[config.mk]
export PLATFORM = sky130hd
export DESIGN_NAME = axi4lite_dist
export DESIGN_NICKNAME = d
export VERILOG_FILES = /design/src/logic/axi4lite_dist_pkg.sv /design/src/logic/dist_read_path.sv /design/src/logic/dist_write_path.sv /design/src/logic/axi4lite_dist.sv
export SDC_FILE = /design/constraint.sdc
export NUM_CORES = 1
export LEC_CHECK = 0
export ABC_AREA = 1
export BUFFER_PORTS_ARGS = -buffer_cell sky130_fd_sc_hd__buf_2
export CAP_MARGIN = 20
export CORE_AREA = 2 2 281 283
export DETAILED_ROUTE_END_ITERATION = 8
export DIE_AREA = 0 0 283 285
export SYNTH_ARGS = -nofsm -noshare
export SYNTH_HDL_FRONTEND = slang
export SYNTH_SLANG_ARGS = --single-unit
[constraint.sdc]
create_clock -name clk_i -period 2.75 [get_ports clk_i]
set_clock_uncertainty 0.15 [all_clocks]
set_input_delay 0.1375 -clock clk_i [delete_from_list [all_inputs] [get_ports clk_i]]
set_output_delay 0.1375 -clock clk_i [all_outputs]
set_load 0.05 [all_outputs]
[src/logic/axi4lite_dist_pkg.sv]
`default_nettype none

package axi4lite_dist_pkg;

    // ----------------------------------------------------------
    // Bus geometry
    // ----------------------------------------------------------
    localparam int unsigned ADDR_W    = 32;
    localparam int unsigned DATA_W    = 32;
    localparam int unsigned STRB_W    = 4;
    localparam int unsigned RESP_W    = 2;

    // Port decode, address bits 25:24 pick one of four slaves
    localparam int unsigned NUM_PORTS = 4;
    localparam int unsigned SEL_W     = 2;
    localparam int unsigned SEL_LSB   = 24;

    localparam logic [RESP_W-1:0] RESP_OKAY = 2'b00;

    typedef logic [SEL_W-1:0] port_sel_t;

    // ----------------------------------------------------------
    // Read channels
    // ----------------------------------------------------------
    // Master to slave, AR plus rready
    typedef struct packed {
        logic              arvalid;
        logic [ADDR_W-1:0] araddr;
        logic              rready;
    } rd_req_t;

    // Slave to master, arready plus R
    typedef struct packed {
        logic              arready;
        logic              rvalid;
        logic [DATA_W-1:0] rdata;
        logic [RESP_W-1:0] rresp;
    } rd_rsp_t;

    // ----------------------------------------------------------
    // Write channels
    // ----------------------------------------------------------
    typedef struct packed {
        logic              awvalid;
        logic [ADDR_W-1:0] awaddr;
        logic              wvalid;
        logic [DATA_W-1:0] wdata;
        logic [STRB_W-1:0] wstrb;
        logic              bready;
    } wr_req_t;

    typedef struct packed {
        logic              awready;
        logic              wready;
        logic              bvalid;
        logic [RESP_W-1:0] bresp;
    } wr_rsp_t;

endpackage

`default_nettype wire

[src/logic/dist_read_path.sv]
`default_nettype none

module dist_read_path
    import axi4lite_dist_pkg::*;
(
    input  logic    clk_i,
    input  logic    rst_i,
    input  rd_req_t mst_req_i,
    output rd_rsp_t mst_rsp_o,
    output rd_req_t slv_req_o [NUM_PORTS],
    input  rd_rsp_t slv_rsp_i [NUM_PORTS]
);

    port_sel_t            read_sel_q;
    port_sel_t            read_sel_r;
    logic                 read_pending_q;
    logic                 ar_fire;
    logic                 r_fire;
    logic [NUM_PORTS-1:0] port_arvalid;

    // ----------------------------------------------------------
    // Port select
    // ----------------------------------------------------------
    // Live decode while idle, registered port once AR is taken
    assign read_sel_r = read_pending_q ? read_sel_q : mst_req_i.araddr[SEL_LSB +: SEL_W];

    assign ar_fire = mst_req_i.arvalid && mst_rsp_o.arready;
    assign r_fire  = mst_rsp_o.rvalid && mst_req_i.rready;

    always_ff @(posedge clk_i or posedge rst_i)
    begin
        if (rst_i)
        begin
            read_pending_q <= 1'b0;
            read_sel_q     <= '0;
        end
        else if (r_fire)
        begin
            read_pending_q <= 1'b0;
        end
        else if (ar_fire)
        begin
            read_pending_q <= 1'b1;
            read_sel_q     <= read_sel_r;
        end
    end

    // ----------------------------------------------------------
    // AR fan-out and rready steering
    // ----------------------------------------------------------
    always_comb
    begin
        for (int i = 0; i < NUM_PORTS; i++)
        begin
            port_arvalid[i] = mst_req_i.arvalid && !read_pending_q
                              && (read_sel_r == port_sel_t'(i));

            slv_req_o[i].arvalid = port_arvalid[i];
            // Address goes to every port, only valid is steered
            slv_req_o[i].araddr  = mst_req_i.araddr;
            slv_req_o[i].rready  = mst_req_i.rready && read_pending_q
                                   && (read_sel_q == port_sel_t'(i));
        end
    end

    // ----------------------------------------------------------
    // Master-side response mux
    // ----------------------------------------------------------
    always_comb
    begin
        // One read in flight, so hold off AR until R is done
        mst_rsp_o.arready = slv_rsp_i[read_sel_r].arready && !read_pending_q;

        mst_rsp_o.rvalid  = slv_rsp_i[read_sel_q].rvalid && read_pending_q;
        mst_rsp_o.rdata   = slv_rsp_i[read_sel_q].rdata;
        mst_rsp_o.rresp   = slv_rsp_i[read_sel_q].rresp;
    end

    // ----------------------------------------------------------
    // Checks
    // ----------------------------------------------------------
    // Registered port must not move until the R transfer
    a_read_sel_stable: assert property (
        @(posedge clk_i) disable iff (rst_i)
        read_pending_q |=> $stable(read_sel_q)
    );

    // No port sees an AR while a read is in flight
    a_no_ar_while_pending: assert property (
        @(posedge clk_i) disable iff (rst_i)
        read_pending_q |-> (port_arvalid == '0)
    );

endmodule

`default_nettype wire

[src/logic/dist_write_path.sv]
`default_nettype none

module dist_write_path
    import axi4lite_dist_pkg::*;
(
    input  logic    clk_i,
    input  logic    rst_i,
    input  wr_req_t mst_req_i,
    output wr_rsp_t mst_rsp_o,
    output wr_req_t slv_req_o [NUM_PORTS],
    input  wr_rsp_t slv_rsp_i [NUM_PORTS]
);

    port_sel_t            write_sel_q;
    port_sel_t            write_sel_r;
    logic                 write_pending_q;
    logic                 aw_held_q;
    logic                 w_held_q;
    logic                 aw_fire;
    logic                 w_fire;
    logic                 b_fire;
    logic                 cmd_done;
    logic                 data_done;
    logic                 aw_open;
    logic                 w_open;
    logic [NUM_PORTS-1:0] port_awvalid;
    logic [NUM_PORTS-1:0] port_wvalid;

    // ----------------------------------------------------------
    // Channel gating
    // ----------------------------------------------------------
    // AW may pass once per write
    assign aw_open = !aw_held_q && !write_pending_q;

    // W only follows an address that is present or already taken
    assign w_open  = !w_held_q && !write_pending_q && (mst_req_i.awvalid || aw_held_q);

    // New decode only while the address is still on the master bus
    always_comb
    begin
        write_sel_r = write_sel_q;
        if (mst_req_i.awvalid && aw_open)
            write_sel_r = mst_req_i.awaddr[SEL_LSB +: SEL_W];
    end

    assign aw_fire   = mst_req_i.awvalid && mst_rsp_o.awready;
    assign w_fire    = mst_req_i.wvalid && mst_rsp_o.wready;
    assign b_fire    = mst_rsp_o.bvalid && mst_req_i.bready;

    // Each half counts as done if taken now or on an earlier edge
    assign cmd_done  = aw_fire || aw_held_q;
    assign data_done = w_fire || w_held_q;

    // ----------------------------------------------------------
    // AW/W tracking and pending state
    // ----------------------------------------------------------
    always_ff @(posedge clk_i or posedge rst_i)
    begin
        if (rst_i)
        begin
            aw_held_q       <= 1'b0;
            w_held_q        <= 1'b0;
            write_pending_q <= 1'b0;
            write_sel_q     <= '0;
        end
        else
        begin
            write_sel_q <= write_sel_r;

            if (cmd_done && data_done)
            begin
                aw_held_q       <= 1'b0;
                w_held_q        <= 1'b0;
                write_pending_q <= 1'b1;
            end
            else
            begin
                if (aw_fire)
                    aw_held_q <= 1'b1;
                if (w_fire)
                    w_held_q <= 1'b1;
                if (b_fire)
                    write_pending_q <= 1'b0;
            end
        end
    end

    // ----------------------------------------------------------
    // AW/W fan-out and bready steering
    // ----------------------------------------------------------
    always_comb
    begin
        for (int i = 0; i < NUM_PORTS; i++)
        begin
            port_awvalid[i] = mst_req_i.awvalid && aw_open && (write_sel_r == port_sel_t'(i));
            port_wvalid[i]  = mst_req_i.wvalid && w_open && (write_sel_r == port_sel_t'(i));

            slv_req_o[i].awvalid = port_awvalid[i];
            slv_req_o[i].awaddr  = mst_req_i.awaddr;
            slv_req_o[i].wvalid  = port_wvalid[i];
            slv_req_o[i].wdata   = mst_req_i.wdata;
            slv_req_o[i].wstrb   = mst_req_i.wstrb;
            slv_req_o[i].bready  = mst_req_i.bready && write_pending_q
                                   && (write_sel_q == port_sel_t'(i));
        end
    end

    // ----------------------------------------------------------
    // Master-side response mux
    // ----------------------------------------------------------
    always_comb
    begin
        mst_rsp_o.awready = slv_rsp_i[write_sel_r].awready && aw_open;
        mst_rsp_o.wready  = slv_rsp_i[write_sel_r].wready && w_open;

        // B comes from the port registered with the write
        mst_rsp_o.bvalid  = slv_rsp_i[write_sel_q].bvalid && write_pending_q;
        mst_rsp_o.bresp   = slv_rsp_i[write_sel_q].bresp;
    end

    // ----------------------------------------------------------
    // Checks
    // ----------------------------------------------------------
    // A held AW and a held W always merge into pending
    a_held_exclusive: assert property (
        @(posedge clk_i) disable iff (rst_i)
        !(aw_held_q && w_held_q)
    );

    // Port is fixed from AW acceptance through the B transfer
    a_write_sel_stable: assert property (
        @(posedge clk_i) disable iff (rst_i)
        (aw_held_q || write_pending_q) |=> $stable(write_sel_q)
    );

endmodule

`default_nettype wire

[src/logic/axi4lite_dist.sv]
`default_nettype none

module axi4lite_dist
    import axi4lite_dist_pkg::*;
(
    input  logic    clk_i,
    input  logic    rst_i,

    // Master side
    input  rd_req_t inport_rd_i,
    output rd_rsp_t inport_rd_o,
    input  wr_req_t inport_wr_i,
    output wr_rsp_t inport_wr_o,

    // Slave side, one entry per port
    output rd_req_t outport_rd_o [NUM_PORTS],
    input  rd_rsp_t outport_rd_i [NUM_PORTS],
    output wr_req_t outport_wr_o [NUM_PORTS],
    input  wr_rsp_t outport_wr_i [NUM_PORTS]
);

    // ----------------------------------------------------------
    // Read direction
    // ----------------------------------------------------------
    // AR routed by address, R returned from the port that took it
    dist_read_path u_read_path
    (
        .clk_i     (clk_i),
        .rst_i     (rst_i),
        .mst_req_i (inport_rd_i),
        .mst_rsp_o (inport_rd_o),
        .slv_req_o (outport_rd_o),
        .slv_rsp_i (outport_rd_i)
    );

    // ----------------------------------------------------------
    // Write direction
    // ----------------------------------------------------------
    // AW and W steered together, B returned from the same port.
    // Runs independently of the read side.
    dist_write_path u_write_path
    (
        .clk_i     (clk_i),
        .rst_i     (rst_i),
        .mst_req_i (inport_wr_i),
        .mst_rsp_o (inport_wr_o),
        .slv_req_o (outport_wr_o),
        .slv_rsp_i (outport_wr_i)
    );

endmodule

`default_nettype wire

==> results of run 1 <==
[worst paths after layout]
check	slack (ns)	to	start	cells after the start
max	0.34	inport_rd_o[6]	u_read_path.read_sel_q[0]$_DFFE_PP0P_	5
min	0.05	u_write_path.w_held_q$_DFFE_PP0P_	inport_wr_i[37]	3
max reg2reg	0.70	u_read_path.read_sel_q[0]$_DFFE_PP0P_	u_read_path.read_sel_q[0]$_DFFE_PP0P_	9
min reg2reg	0.41	u_write_path.w_held_q$_DFFE_PP0P_	u_write_path.w_held_q$_DFFE_PP0P_	2
max in group asynchronous	1.88	u_read_path.read_sel_q[1]$_DFFE_PP0P_	rst_i	3
min in group asynchronous	0.27	u_read_path.read_pending_q$_DFFE_PP0P_	rst_i	3
[per-stage QoR]
| stage | instances | cell area [µm²] | hold WS [ns] |
|---|---|---|---|
| finish | 1596 | 4500 | 0.0506 |
| global route | 1594 | 4500 | 0.0644 |
| CTS | 1589 | 4480 | 0.0449 |
| detailed placement | 1584 | 4390 | -0.00507 |
| global placement | 1584 | 4390 | -0.0134 |
| floorplan | 700 | 4710 | -0.197 |
[registers in the layout, summed over array words and instances (netlist names)]
| register | cells |
|---|---|
| u_write_path.aw_held_q | 1 |
| u_read_path.read_pending_q | 1 |
| u_write_path.write_pending_q | 1 |
| u_read_path.read_sel_q | 2 |
| u_write_path.write_sel_q | 2 |
| u_write_path.w_held_q | 1 |
[cell usage in the layout, fill, tap and decap left out, drive strengths merged, types with 4 or more instances in the layout]
cell / count
buf: 259
a22oi: 36
nor3: 12
diode: 7
dfrtp: 8
nor2: 21
nand3: 123
clkbuf: 4
inv: 16
o21ai: 5
nand2: 45
[worst max-delay path, cell delays in order, from the launching register on]
cell and delay (ns):
dfrtp_2 0.51, inv_2 0.12, buf_4 0.51, nand3_1 0.31, nand3_1 0.24, buf_12 0.16
[report_power, final]
group	total (mW)	internal, mW	switching [mW]	leakage, nW
logic	4.08	1.10	2.97	1.69
registers	0.352	0.175	0.177	0.0964
clock network	0.265	0.194	0.0707	0.0382
[routing by layer]
| metal | GRT usage | vias to the layer above | part of all wire |
|---|---|---|---|
| li1 | - | 1577 | - |
| met1 | 0.0401 | 1583 | 0.25 |
| met2 | 0.101 | 524 | 0.47 |
| met3 | 0.0462 | 129 | 0.19 |
| met4 | 0.0460 | 11 | 0.082 |
| met5 | 0.0198 | - | 0.0092 |
[area by class of cell]
cell class	count	area, µm²
multi-input cells	251	1360
well taps	1050	1310
repair buffers	260	1460
fillers	9250	73500
flip-flops and latches	8	205
inverters	16	62.6
diodes	7	17.5
clock buffers	4	78.8
[kinds of logic after synthesis]
group	after synthesis
compound gates	44
buf+inv	441
flops	8
simple gates	207
==> key figures, run 1 <==
Detailed routing
  – DR vias: 3824
  – Post-DRT Antenna Nets: 0
  – DRC Markers: 0
  – Vias per inst: 2.40
  – DRT Pass-1 Iters: 5
  – DRT iter0 DRCs: 113
  – Final WL: 25.3 mm
  – Post-DR wirelength/cell: 15.9 µm

Yosys
  – Synth Area in Compound Gates: 0.0701
  – Warnings from Yosys: 0
  – Post-Synth Simple-Gate Area: 0.216
  – Commonest cells post-synth: buf_4 (400), nand3_1 (121), nand2_1 (38)
  – Synth Register Bits: 8
  – Leading area contributor after synthesis: buf_4
  – Synth cell types: 28
  – Largest family of logic cells by synthesized area: buffers and inverters
  – Ranking of synthesized cells by area: buf_4 (64%), nand3_1 (13%), a22oi_1 (5.7%)
  – Commonest register cell after synthesis: dfrtp_1
  – Post-Synth XOR/XNOR Area: 0
  – Post-synthesis mux area share: 0
  – Synthesized instance count: 700
  – Syn_nets: 971
  – Async SR Flop Fraction: 1.00
  – Syn Area/Cell: 6.73 µm²
  – Most common cell in the netlist: buf_4
  – Mapped Area: 4710 µm²
  – Number of synthesized flops with an enable pin: 0
  – Post-synthesis sequential area ratio: 0.0425
  – Share of the synthesized area in the top cell type: 0.637
  – Adder-Cell Fraction of Synth Area: 0

Timing
  – Slew Viols, Final: 0
  – Final period utilization: 0.878
  – Setup repair after global routing missed its margin: no
  – Total negative slack: 0 ns
  – Worst Tran Pin Value: 0.613 ns
  – Worst slew margin: 0.592
  – Hold Violations, Final: 0
  – Final setup fails: 0
  – Setup ws final: 0.336 ns
  – Max Freq: 0.414 GHz
  – Final critical-path required period: 2.41 ns

Layout
  – Final core utilization: 0.0577
  – Layout area overhead: -4.46%
  – Final Net Count: 811
  – Proportion of layout cells with a drive suffix above 1: 0.527

Place
  – HPWL after detailed placement: 22.5 mm
  – Global placement routability congestion: 0.909
  – Pre-CTS worst setup slack: 0.562 ns
  – Port Buffers: 251

Clock network
  – Root Buffer: clkbuf_16
  – Clock latency on the worst-skew pair: 0.24 ns
  – Post-cts repair resize count: 0
  – CTS tree: built
  – CTS Buf Count: 3
  – Clock sinks: 8
  – Postcts setup bufs: 0
  – Clock slew at reported path FFs: 0.04 ns
  – H-tree depth: 1
  – CTS Hold Buffers Added: 1
  – Clk buf depth: 2

Floorplanning
  – DIE AREA: 80700 µm²
  – Die Ht: 285 µm
  – IO Count: 732
  – Core area: 78000 µm²
  – Std cell rows: 103
  – Initial core utilization: 0.0604
  – Die W: 283 µm

Worst setup path
  – Critical Path Source Type: register
  – Max FO, Critical Path: 39
  – Critical Path AT: 2.13 ns
  – CP Class: register to output port
  – CP endpoint kind: output port
  – Critical Path RT: 2.46 ns

Outcome
  – Status: complete, no violations

Global route
  – Vias in the first global route: 3797
  – Initial antenna violation count: 16
  – Total grt overflow: 0
  – Total global routing track utilization: 0.0584
  – First-pass GRT wire length: 31.7 mm
  – Largest net degree at the start of global routing: 51

Hold path
  – Hold Crit Class: primary input to register

Pwr
  – PD cells: 1040 nW/µm²
  – VDD IR max: 0.000459 V
  – Final Power: 4.69 mW
  – Leakage: 1.83 nW

Job
  – Max cap viols: 0
(Power assumes the default switching activity.)
==> inputs of run 2 (changes only) <==
--- a/config.mk
+++ b/config.mk
@@ -8,9 +8,9 @@
 export ABC_AREA = 1
 export BUFFER_PORTS_ARGS = -buffer_cell sky130_fd_sc_hd__buf_2
 export CAP_MARGIN = 20
-export CORE_AREA = 2 2 281 283
+export CORE_AREA = 2 2 282 284
 export DETAILED_ROUTE_END_ITERATION = 8
-export DIE_AREA = 0 0 283 285
+export DIE_AREA = 0 0 284 286
 export SYNTH_ARGS = -nofsm -noshare
 export SYNTH_HDL_FRONTEND = slang
 export SYNTH_SLANG_ARGS = --single-unit
==> constraint.sdc (replaced) <==
create_clock -name clk_i -period 2.3 [get_ports clk_i]
set_clock_uncertainty 0.15 [all_clocks]
set_input_delay 0.115 -clock clk_i [delete_from_list [all_inputs] [get_ports clk_i]]
set_output_delay 0.115 -clock clk_i [all_outputs]
set_load 0.05 [all_outputs]
==> key figures, run 2 (same netlist as run 1, synthesis figures left out) <==
Pwr
  – Sw Ratio: 0.657 (-0.0287)
  – Psw: 4.00 mW (+24%)
  – Internal power: 2.08 mW (+41%)
  – Leakage: 1.91 nW (+4.5%)
  – Final Power: 6.08 mW (+30%)
  – PD cells: 1290 nW/µm² (+24%)
  – Combinational power share: 0.893 (+0.025)
  – Sequential power share: 0.054 (-0.021)
  – Clock share of power: 0.054 (-0.003)
  – VDD IR max: 0.000485 V (+5.6%)

Detailed routing
  – DR vias: 3784 (-1.0%)
  – DRC Markers: 0 (unchanged)
  – Final WL: 24.0 mm (-5.4%)
  – Post-DR wirelength/cell: 14.9 µm (-6.0%)
  – Post-DRT Antenna Nets: 0 (unchanged)
  – DRT iter0 DRCs: 105 (-7.1%)
  – DRT Pass-1 Iters: 6 (+1)
  – Vias per inst: 2.35 (-1.7%)

Place
  – HPWL after detailed placement: 21.2 mm (-6.1%)
  – Global placement routability congestion: 0.934 (+2.8%)
  – Cell Area, Placed: 4540 µm² (+3.3%)
  – Placed Cells: 1593 (+0.57%)
  – Pre-CTS worst setup slack: 0.271 ns (-0.292 ns)
  – Port Buffers: 251 (unchanged)

Worst setup path
  – Slowest stage delay, CP: 0.52 ns (about the same)
  – Critical Path Source Type: register
  – Critical Path RT: 2.04 ns (-0.42 ns)
  – CP delay by family, top: buffers and inverters
  – Worst path buffer plus inverter count: 5 (+2)
  – CP Class: register to output port
  – Max FO, Critical Path: 10 (-74%)
  – Worst path cell trace: inv_2 -> nor2_4 -> buf_12 -> a22oi_1 -> buf_4 -> nand3_1 -> buf_4 -> buf_12
  – CP endpoint kind: output port
  – Critical Path AT: 1.94 ns (-0.19 ns)
  – Slowest CP cell: dfrtp_2

Floorplanning
  – Die Ht: 286 µm (+0.35%)
  – IO Count: 732 (unchanged)
  – DIE AREA: 81200 µm² (+0.71%)
  – Die W: 284 µm (+0.35%)
  – Core area: 78400 µm² (+0.50%)
  – Initial core utilization: 0.0601 (-0.000298)
  – Std cell rows: 103 (unchanged)

Clock network
  – CTS tree: built
  – Root Buffer: clkbuf_16
  – Clock latency on the worst-skew pair: 0.25 ns (about the same)
  – Clock slew at reported path FFs: 0.05 ns (about the same)
  – CTS Buf Count: 3 (unchanged)
  – Clk buf depth: 2 (unchanged)
  – Clock sinks: 8 (unchanged)
  – H-tree depth: 1 (unchanged)

Timing
  – Final setup fails: 0 (unchanged)
  – Max Freq: 0.454 GHz
  – Setup repair after global routing missed its margin: no
  – Worst Tran Pin Value: 0.567 ns (-0.0460 ns)
  – Final period utilization: 0.958
  – Setup ws final: 0.0961 ns (-0.240 ns)
  – Worst slew margin: 0.619 (+0.0278)
  – Hold Violations, Final: 0 (unchanged)
  – Hold_ws: 0.00449 ns (-0.0461 ns)
  – Slew Viols, Final: 0 (unchanged)
  – Final critical-path required period: 2.20 ns
  – Total negative slack: 0 ns (unchanged)

Global route
  – Total grt overflow: 0 (unchanged)
  – Initial antenna violation count: 11 (-5)
  – Vias in the first global route: 3940 (+3.8%)
  – Largest net degree at the start of global routing: 38 (-25%)
  – First-pass GRT wire length: 30.8 mm (-2.9%)
  – Total global routing track utilization: 0.0555 (-0.00295)

Layout
  – Final Net Count: 821 (+1.2%)
  – Top flop regs: u_read_path.read_sel_q x2, u_write_path.write_sel_q x2
  – Register Area: 203 µm² (-1.2%)
  – Proportion of layout cells with a drive suffix above 1: 0.541 (+0.0141)
  – Finished layout cell area: 4700 µm² (+4.4%)
  – Most frequent cells in the layout: buf_2 (235), nand3_1 (121), nand2_1 (38)
  – Most common cell after layout, fill and taps aside: buf_2
  – Finished Layout Cells: 1607 (+0.69%)
  – Final core utilization: 0.0599 (+0.00222)
  – Layout area overhead: -0.292%
  – FILL cells: 9336 (+0.93%)
  – Multi-input gate area in the final layout: 1380 µm² (+1.1%)

Job
  – Max cap viols: 0 (unchanged)

Hold path
  – Hold Crit Class: primary input to register

Outcome
  – Status: complete, no violations
==> run 2: what timing repair did <==
item / CTS / global route
resized for setup: 1 / 10
setup buffers: 0 / 1
hold buffers: 1 / 0
hold endpoints to repair: 8 / 0
endpoints found under the setup margin: 1 / 6
==> run 2: final cells by class <==
| type | count | area share |
|---|---|---|
| diodes | 8 | 0.00426 |
| well taps | 1050 | 0.280 |
| repair buffers | 270 | 0.349 |
| multi-input cells | 251 | 0.294 |
| inverters | 16 | 0.0133 |
| clock buffers | 4 | 0.0168 |
| flip-flops and latches | 8 | 0.0432 |
==> run 2: worst reg2reg max path: cells and delay by family, from the launching register on <==
kind                   cells  cell delay [ns]
buffers and inverters      2             0.35
AND/OR/NAND/NOR            5             0.65
flip-flops                 1             0.55
AO/OA/AOI/OAI              2             0.16
==> run 2: layer usage <==
| metal | part of all wire | vias up | track usage |
|---|---|---|---|
| li1 | - | 1599 | - |
| met1 | 0.22 | 1532 | 0.0336 |
| met2 | 0.49 | 519 | 0.0997 |
| met3 | 0.19 | 132 | 0.0411 |
| met4 | 0.098 | 2 | 0.0543 |
| met5 | 0.0029 | - | 0.00814 |
==> run 2: worst paths after layout <==
kind / start / endpoint / slack, ns / cells after the start
setup / recovery: u_read_path.read_sel_q[0]$_DFFE_PP0P_ / inport_rd_o[3] / 0.1 / 8
max in group asynchronous: rst_i / u_read_path.read_sel_q[0]$_DFFE_PP0P_ / 1.44 / 3
min in group asynchronous: rst_i / u_read_path.read_pending_q$_DFFE_PP0P_ / 0.26 / 3
setup reg to reg: u_read_path.read_sel_q[0]$_DFFE_PP0P_ / u_read_path.read_sel_q[0]$_DFFE_PP0P_ / 0.32 / 9
hold reg to reg: u_write_path.w_held_q$_DFFE_PP0P_ / u_write_path.aw_held_q$_DFFE_PP0P_ / 0.40 / 3
hold / removal: inport_wr_i[0] / u_write_path.write_pending_q$_DFFE_PP0P_ / 0.004 / 4
==> run 2: power groups by stage <==
stage               registers [mW]  clock network (mW)  logic (mW)
floorplan                    0.254                   0        5.15
global placement             0.347                   0        5.34
detailed placement           0.351                   0        5.34
CTS                          0.349               0.347        5.36
global route                 0.328               0.357        5.78
finish                       0.326               0.326        5.43
==> inputs of run 3 (changes only) <==
--- a/config.mk
+++ b/config.mk
@@ -11,6 +11,7 @@
 export CORE_AREA = 2 2 282 284
 export DETAILED_ROUTE_END_ITERATION = 8
 export DIE_AREA = 0 0 284 286
+export PLACE_DENSITY_LB_ADDON = 0.15
 export SYNTH_ARGS = -nofsm -noshare
 export SYNTH_HDL_FRONTEND = slang
 export SYNTH_SLANG_ARGS = --single-unit
==> key figures, run 3 (same netlist as run 1, synthesis figures left out) <==
Pwr
  – Sequential power share: 0.055 (about the same)
  – Final Power: 6.16 mW (+1.2%)
  – Internal power: 2.06 mW (-1.2%)
  – Clock share of power: 0.052 (-0.002)
  – Leakage: 1.96 nW (+2.7%)
  – VDD IR max: 0.000493 V (+1.6%)
  – Combinational power share: 0.892 (about the same)
  – Sw Ratio: 0.665 (+0.00810)
  – PD cells: 1300 nW/µm² (+0.53%)
  – Psw: 4.09 mW (+2.4%)

Floorplanning
  – IO Count: 732 (unchanged)
  – Die Ht: 286 µm (unchanged)
  – Initial core utilization: 0.0601 (unchanged)
  – Core area: 78400 µm² (unchanged)
  – DIE AREA: 81200 µm² (unchanged)
  – Die W: 284 µm (unchanged)
  – Std cell rows: 103 (unchanged)

Layout
  – Top flop regs: u_read_path.read_sel_q x2, u_write_path.write_sel_q x2
  – Most frequent cells in the layout: buf_2 (242), nand3_1 (121), nand2_1 (38)
  – Finished Layout Cells: 1615 (+0.50%)
  – Most common cell after layout, fill and taps aside: buf_2
  – Layout area overhead: 0.372%
  – Proportion of layout cells with a drive suffix above 1: 0.547 (+0.00625)
  – Final Net Count: 833 (+1.5%)

Clock network
  – Clock slew at reported path FFs: 0.04 ns (about the same)
  – Root Buffer: clkbuf_16
  – CTS tree: built
  – Clock latency on the worst-skew pair: 0.24 ns (about the same)
  – Clock sinks: 8 (unchanged)
  – H-tree depth: 1 (unchanged)
  – Clk buf depth: 2 (unchanged)
  – CTS Buf Count: 3 (unchanged)

Place
  – Global placement routability congestion: 0.791 (-15%)
  – HPWL after detailed placement: 19.3 mm (-9.0%)
  – Placed Cells: 1597 (+0.25%)
  – Port Buffers: 251 (unchanged)
  – Pre-CTS worst setup slack: 0.122 ns (-0.148 ns)

Job
  – Max cap viols: 0 (unchanged)

Worst setup path
  – Slowest CP cell: dfrtp_1
  – Slowest stage delay, CP: 0.41 ns (-0.11 ns)
  – Critical Path AT: 1.88 ns (-0.06 ns)
  – CP endpoint kind: output port
  – CP Class: register to output port
  – Most common cell on crit path: nand2_1
  – Worst path cell trace: nor2_4 -> nand2_4 -> nand2_1 -> nand3_1 -> nand2_1 -> nand2_1 -> a21boi_2 -> buf_6
  – Critical path depth: 8 (unchanged)
  – Reg2reg path depth: 10 (+1)
  – FF-to-FF setup slack: 0.39 ns (+0.07 ns)
  – Critical Path Source Type: register
  – Worst path buffer plus inverter count: 1 (-4)
  – Max FO, Critical Path: 6 (-4)
  – Crit path from: u_write_path.aw_held_q$_DFFE_PP0P_
  – CP delay by family, top: simple AND/OR/NAND/NOR gates
  – Critical Path End: inport_wr_o[3]
  – Critical Path RT: 2.04 ns (about the same)
  – R2R Path Start: u_read_path.read_sel_q[1]$_DFFE_PP0P_
  – R2R Path End: u_read_path.read_sel_q[1]$_DFFE_PP0P_

Outcome
  – Status: complete, no violations

Detailed routing
  – Post-DR wirelength/cell: 14.3 µm (-4.3%)
  – DRC Markers: 0 (unchanged)
  – DRT Pass-1 Iters: 4 (-2)
  – DR vias: 3734 (-1.3%)
  – Post-DRT Antenna Nets: 0 (unchanged)
  – DRT iter0 DRCs: 119 (+13%)
  – Final WL: 23.0 mm (-3.8%)
  – Vias per inst: 2.31 (-1.8%)

Global route
  – First-pass GRT wire length: 30.3 mm (-1.6%)
  – Largest net degree at the start of global routing: 55 (+45%)
  – Total grt overflow: 0 (unchanged)
  – Vias in the first global route: 4217 (+7.0%)
  – Total global routing track utilization: 0.0526 (-0.00288)
  – Initial antenna violation count: 7 (-4)

Timing
  – Final critical-path required period: 2.14 ns (-0.0603 ns)
  – Slew Viols, Final: 0 (unchanged)
  – Final period utilization: 0.932 (-0.0262)
  – Hold Violations, Final: 0 (unchanged)
  – Setup ws final: 0.156 ns (+0.0603 ns)
  – Worst Tran Pin Value: 0.434 ns (-0.132 ns)
  – Max Freq: 0.467 GHz (+2.8%)
  – Final setup fails: 0 (unchanged)
  – Worst slew margin: 0.710 (+0.0908)
  – Hold_ws: 0.0429 ns (+0.0384 ns)

Hold path
  – Hold Crit Class: primary input to register
  – Hold path depth: 3 (-1)
-- run 3: final cells by class --
class / instances / area, µm²
inverter: 16 / 65.1
timing repair buffer: 282 / 1680
tap: 1050 / 1310
fill: 9499 / 73600
clock buffer: 4 / 78.8
multi-input combinational: 251 / 1370
antenna: 4 / 10.0
sequential: 8 / 205
-- run 3: power by group through the flow --
stage	combinational (mW)	clock [mW]	sequential [mW]
floorplan	5.15	0	0.254
CTS	5.59	0.343	0.344
detailed placement	5.33	0	0.344
finish	5.49	0.321	0.341
global placement	5.36	0	0.342
global route	5.90	0.349	0.361
-- run 3: worst min path at each step --
| stage | startpoint | endpoint |
|---|---|---|
| floorplan | rst_i | u_read_path.read_pending_q$_DFFE_PP0P_ |
| global placement | rst_i | u_write_path.write_sel_q[0]$_DFF_PP0_ |
| detailed placement | rst_i | u_write_path.write_sel_q[0]$_DFF_PP0_ |
| CTS | inport_wr_i[37] | u_write_path.w_held_q$_DFFE_PP0P_ |
| global route | inport_wr_i[37] | u_write_path.w_held_q$_DFFE_PP0P_ |
| finish | inport_wr_i[37] | u_write_path.w_held_q$_DFFE_PP0P_ |
-- run 3: stage by stage --
step | area, µm² | setup TNS (ns) | util
floorplan | 4720 | 0 | -
global placement | 4480 | 0 | 0.0572
detailed placement | 4480 | 0 | 0.0572
CTS | 4680 | 0 | 0.0597
global route | 4720 | -0.00132 | 0.0602
finish | 4730 | 0 | 0.0603
-- run 3: worst min-delay path: cells and delay by family --
kind / cells / cell delay, ns
simple gates: 1 / 0.10
buf+inv: 1 / 0.12
compound gates: 1 / 0.06
-- run 3: timing repair --
action,4_1_cts,5_1_grt
cloned,1,0
buffers inserted,4,3
endpoints found under the setup margin,7,13
pin swaps,3,2
hold buffers,2,0
gates resized for setup,4,6
hold endpoints to repair,9,0
-- run 3: routing by layer --
metal / wire length [µm] / GRT usage / vias to the layer above
met4: 2080 / 0.0424 / 6
li1: - / - / 1617
met3: 3120 / 0.0310 / 136
met2: 11300 / 0.0945 / 396
met1: 6470 / 0.0404 / 1579
met5: 35 / 0.00291 / -
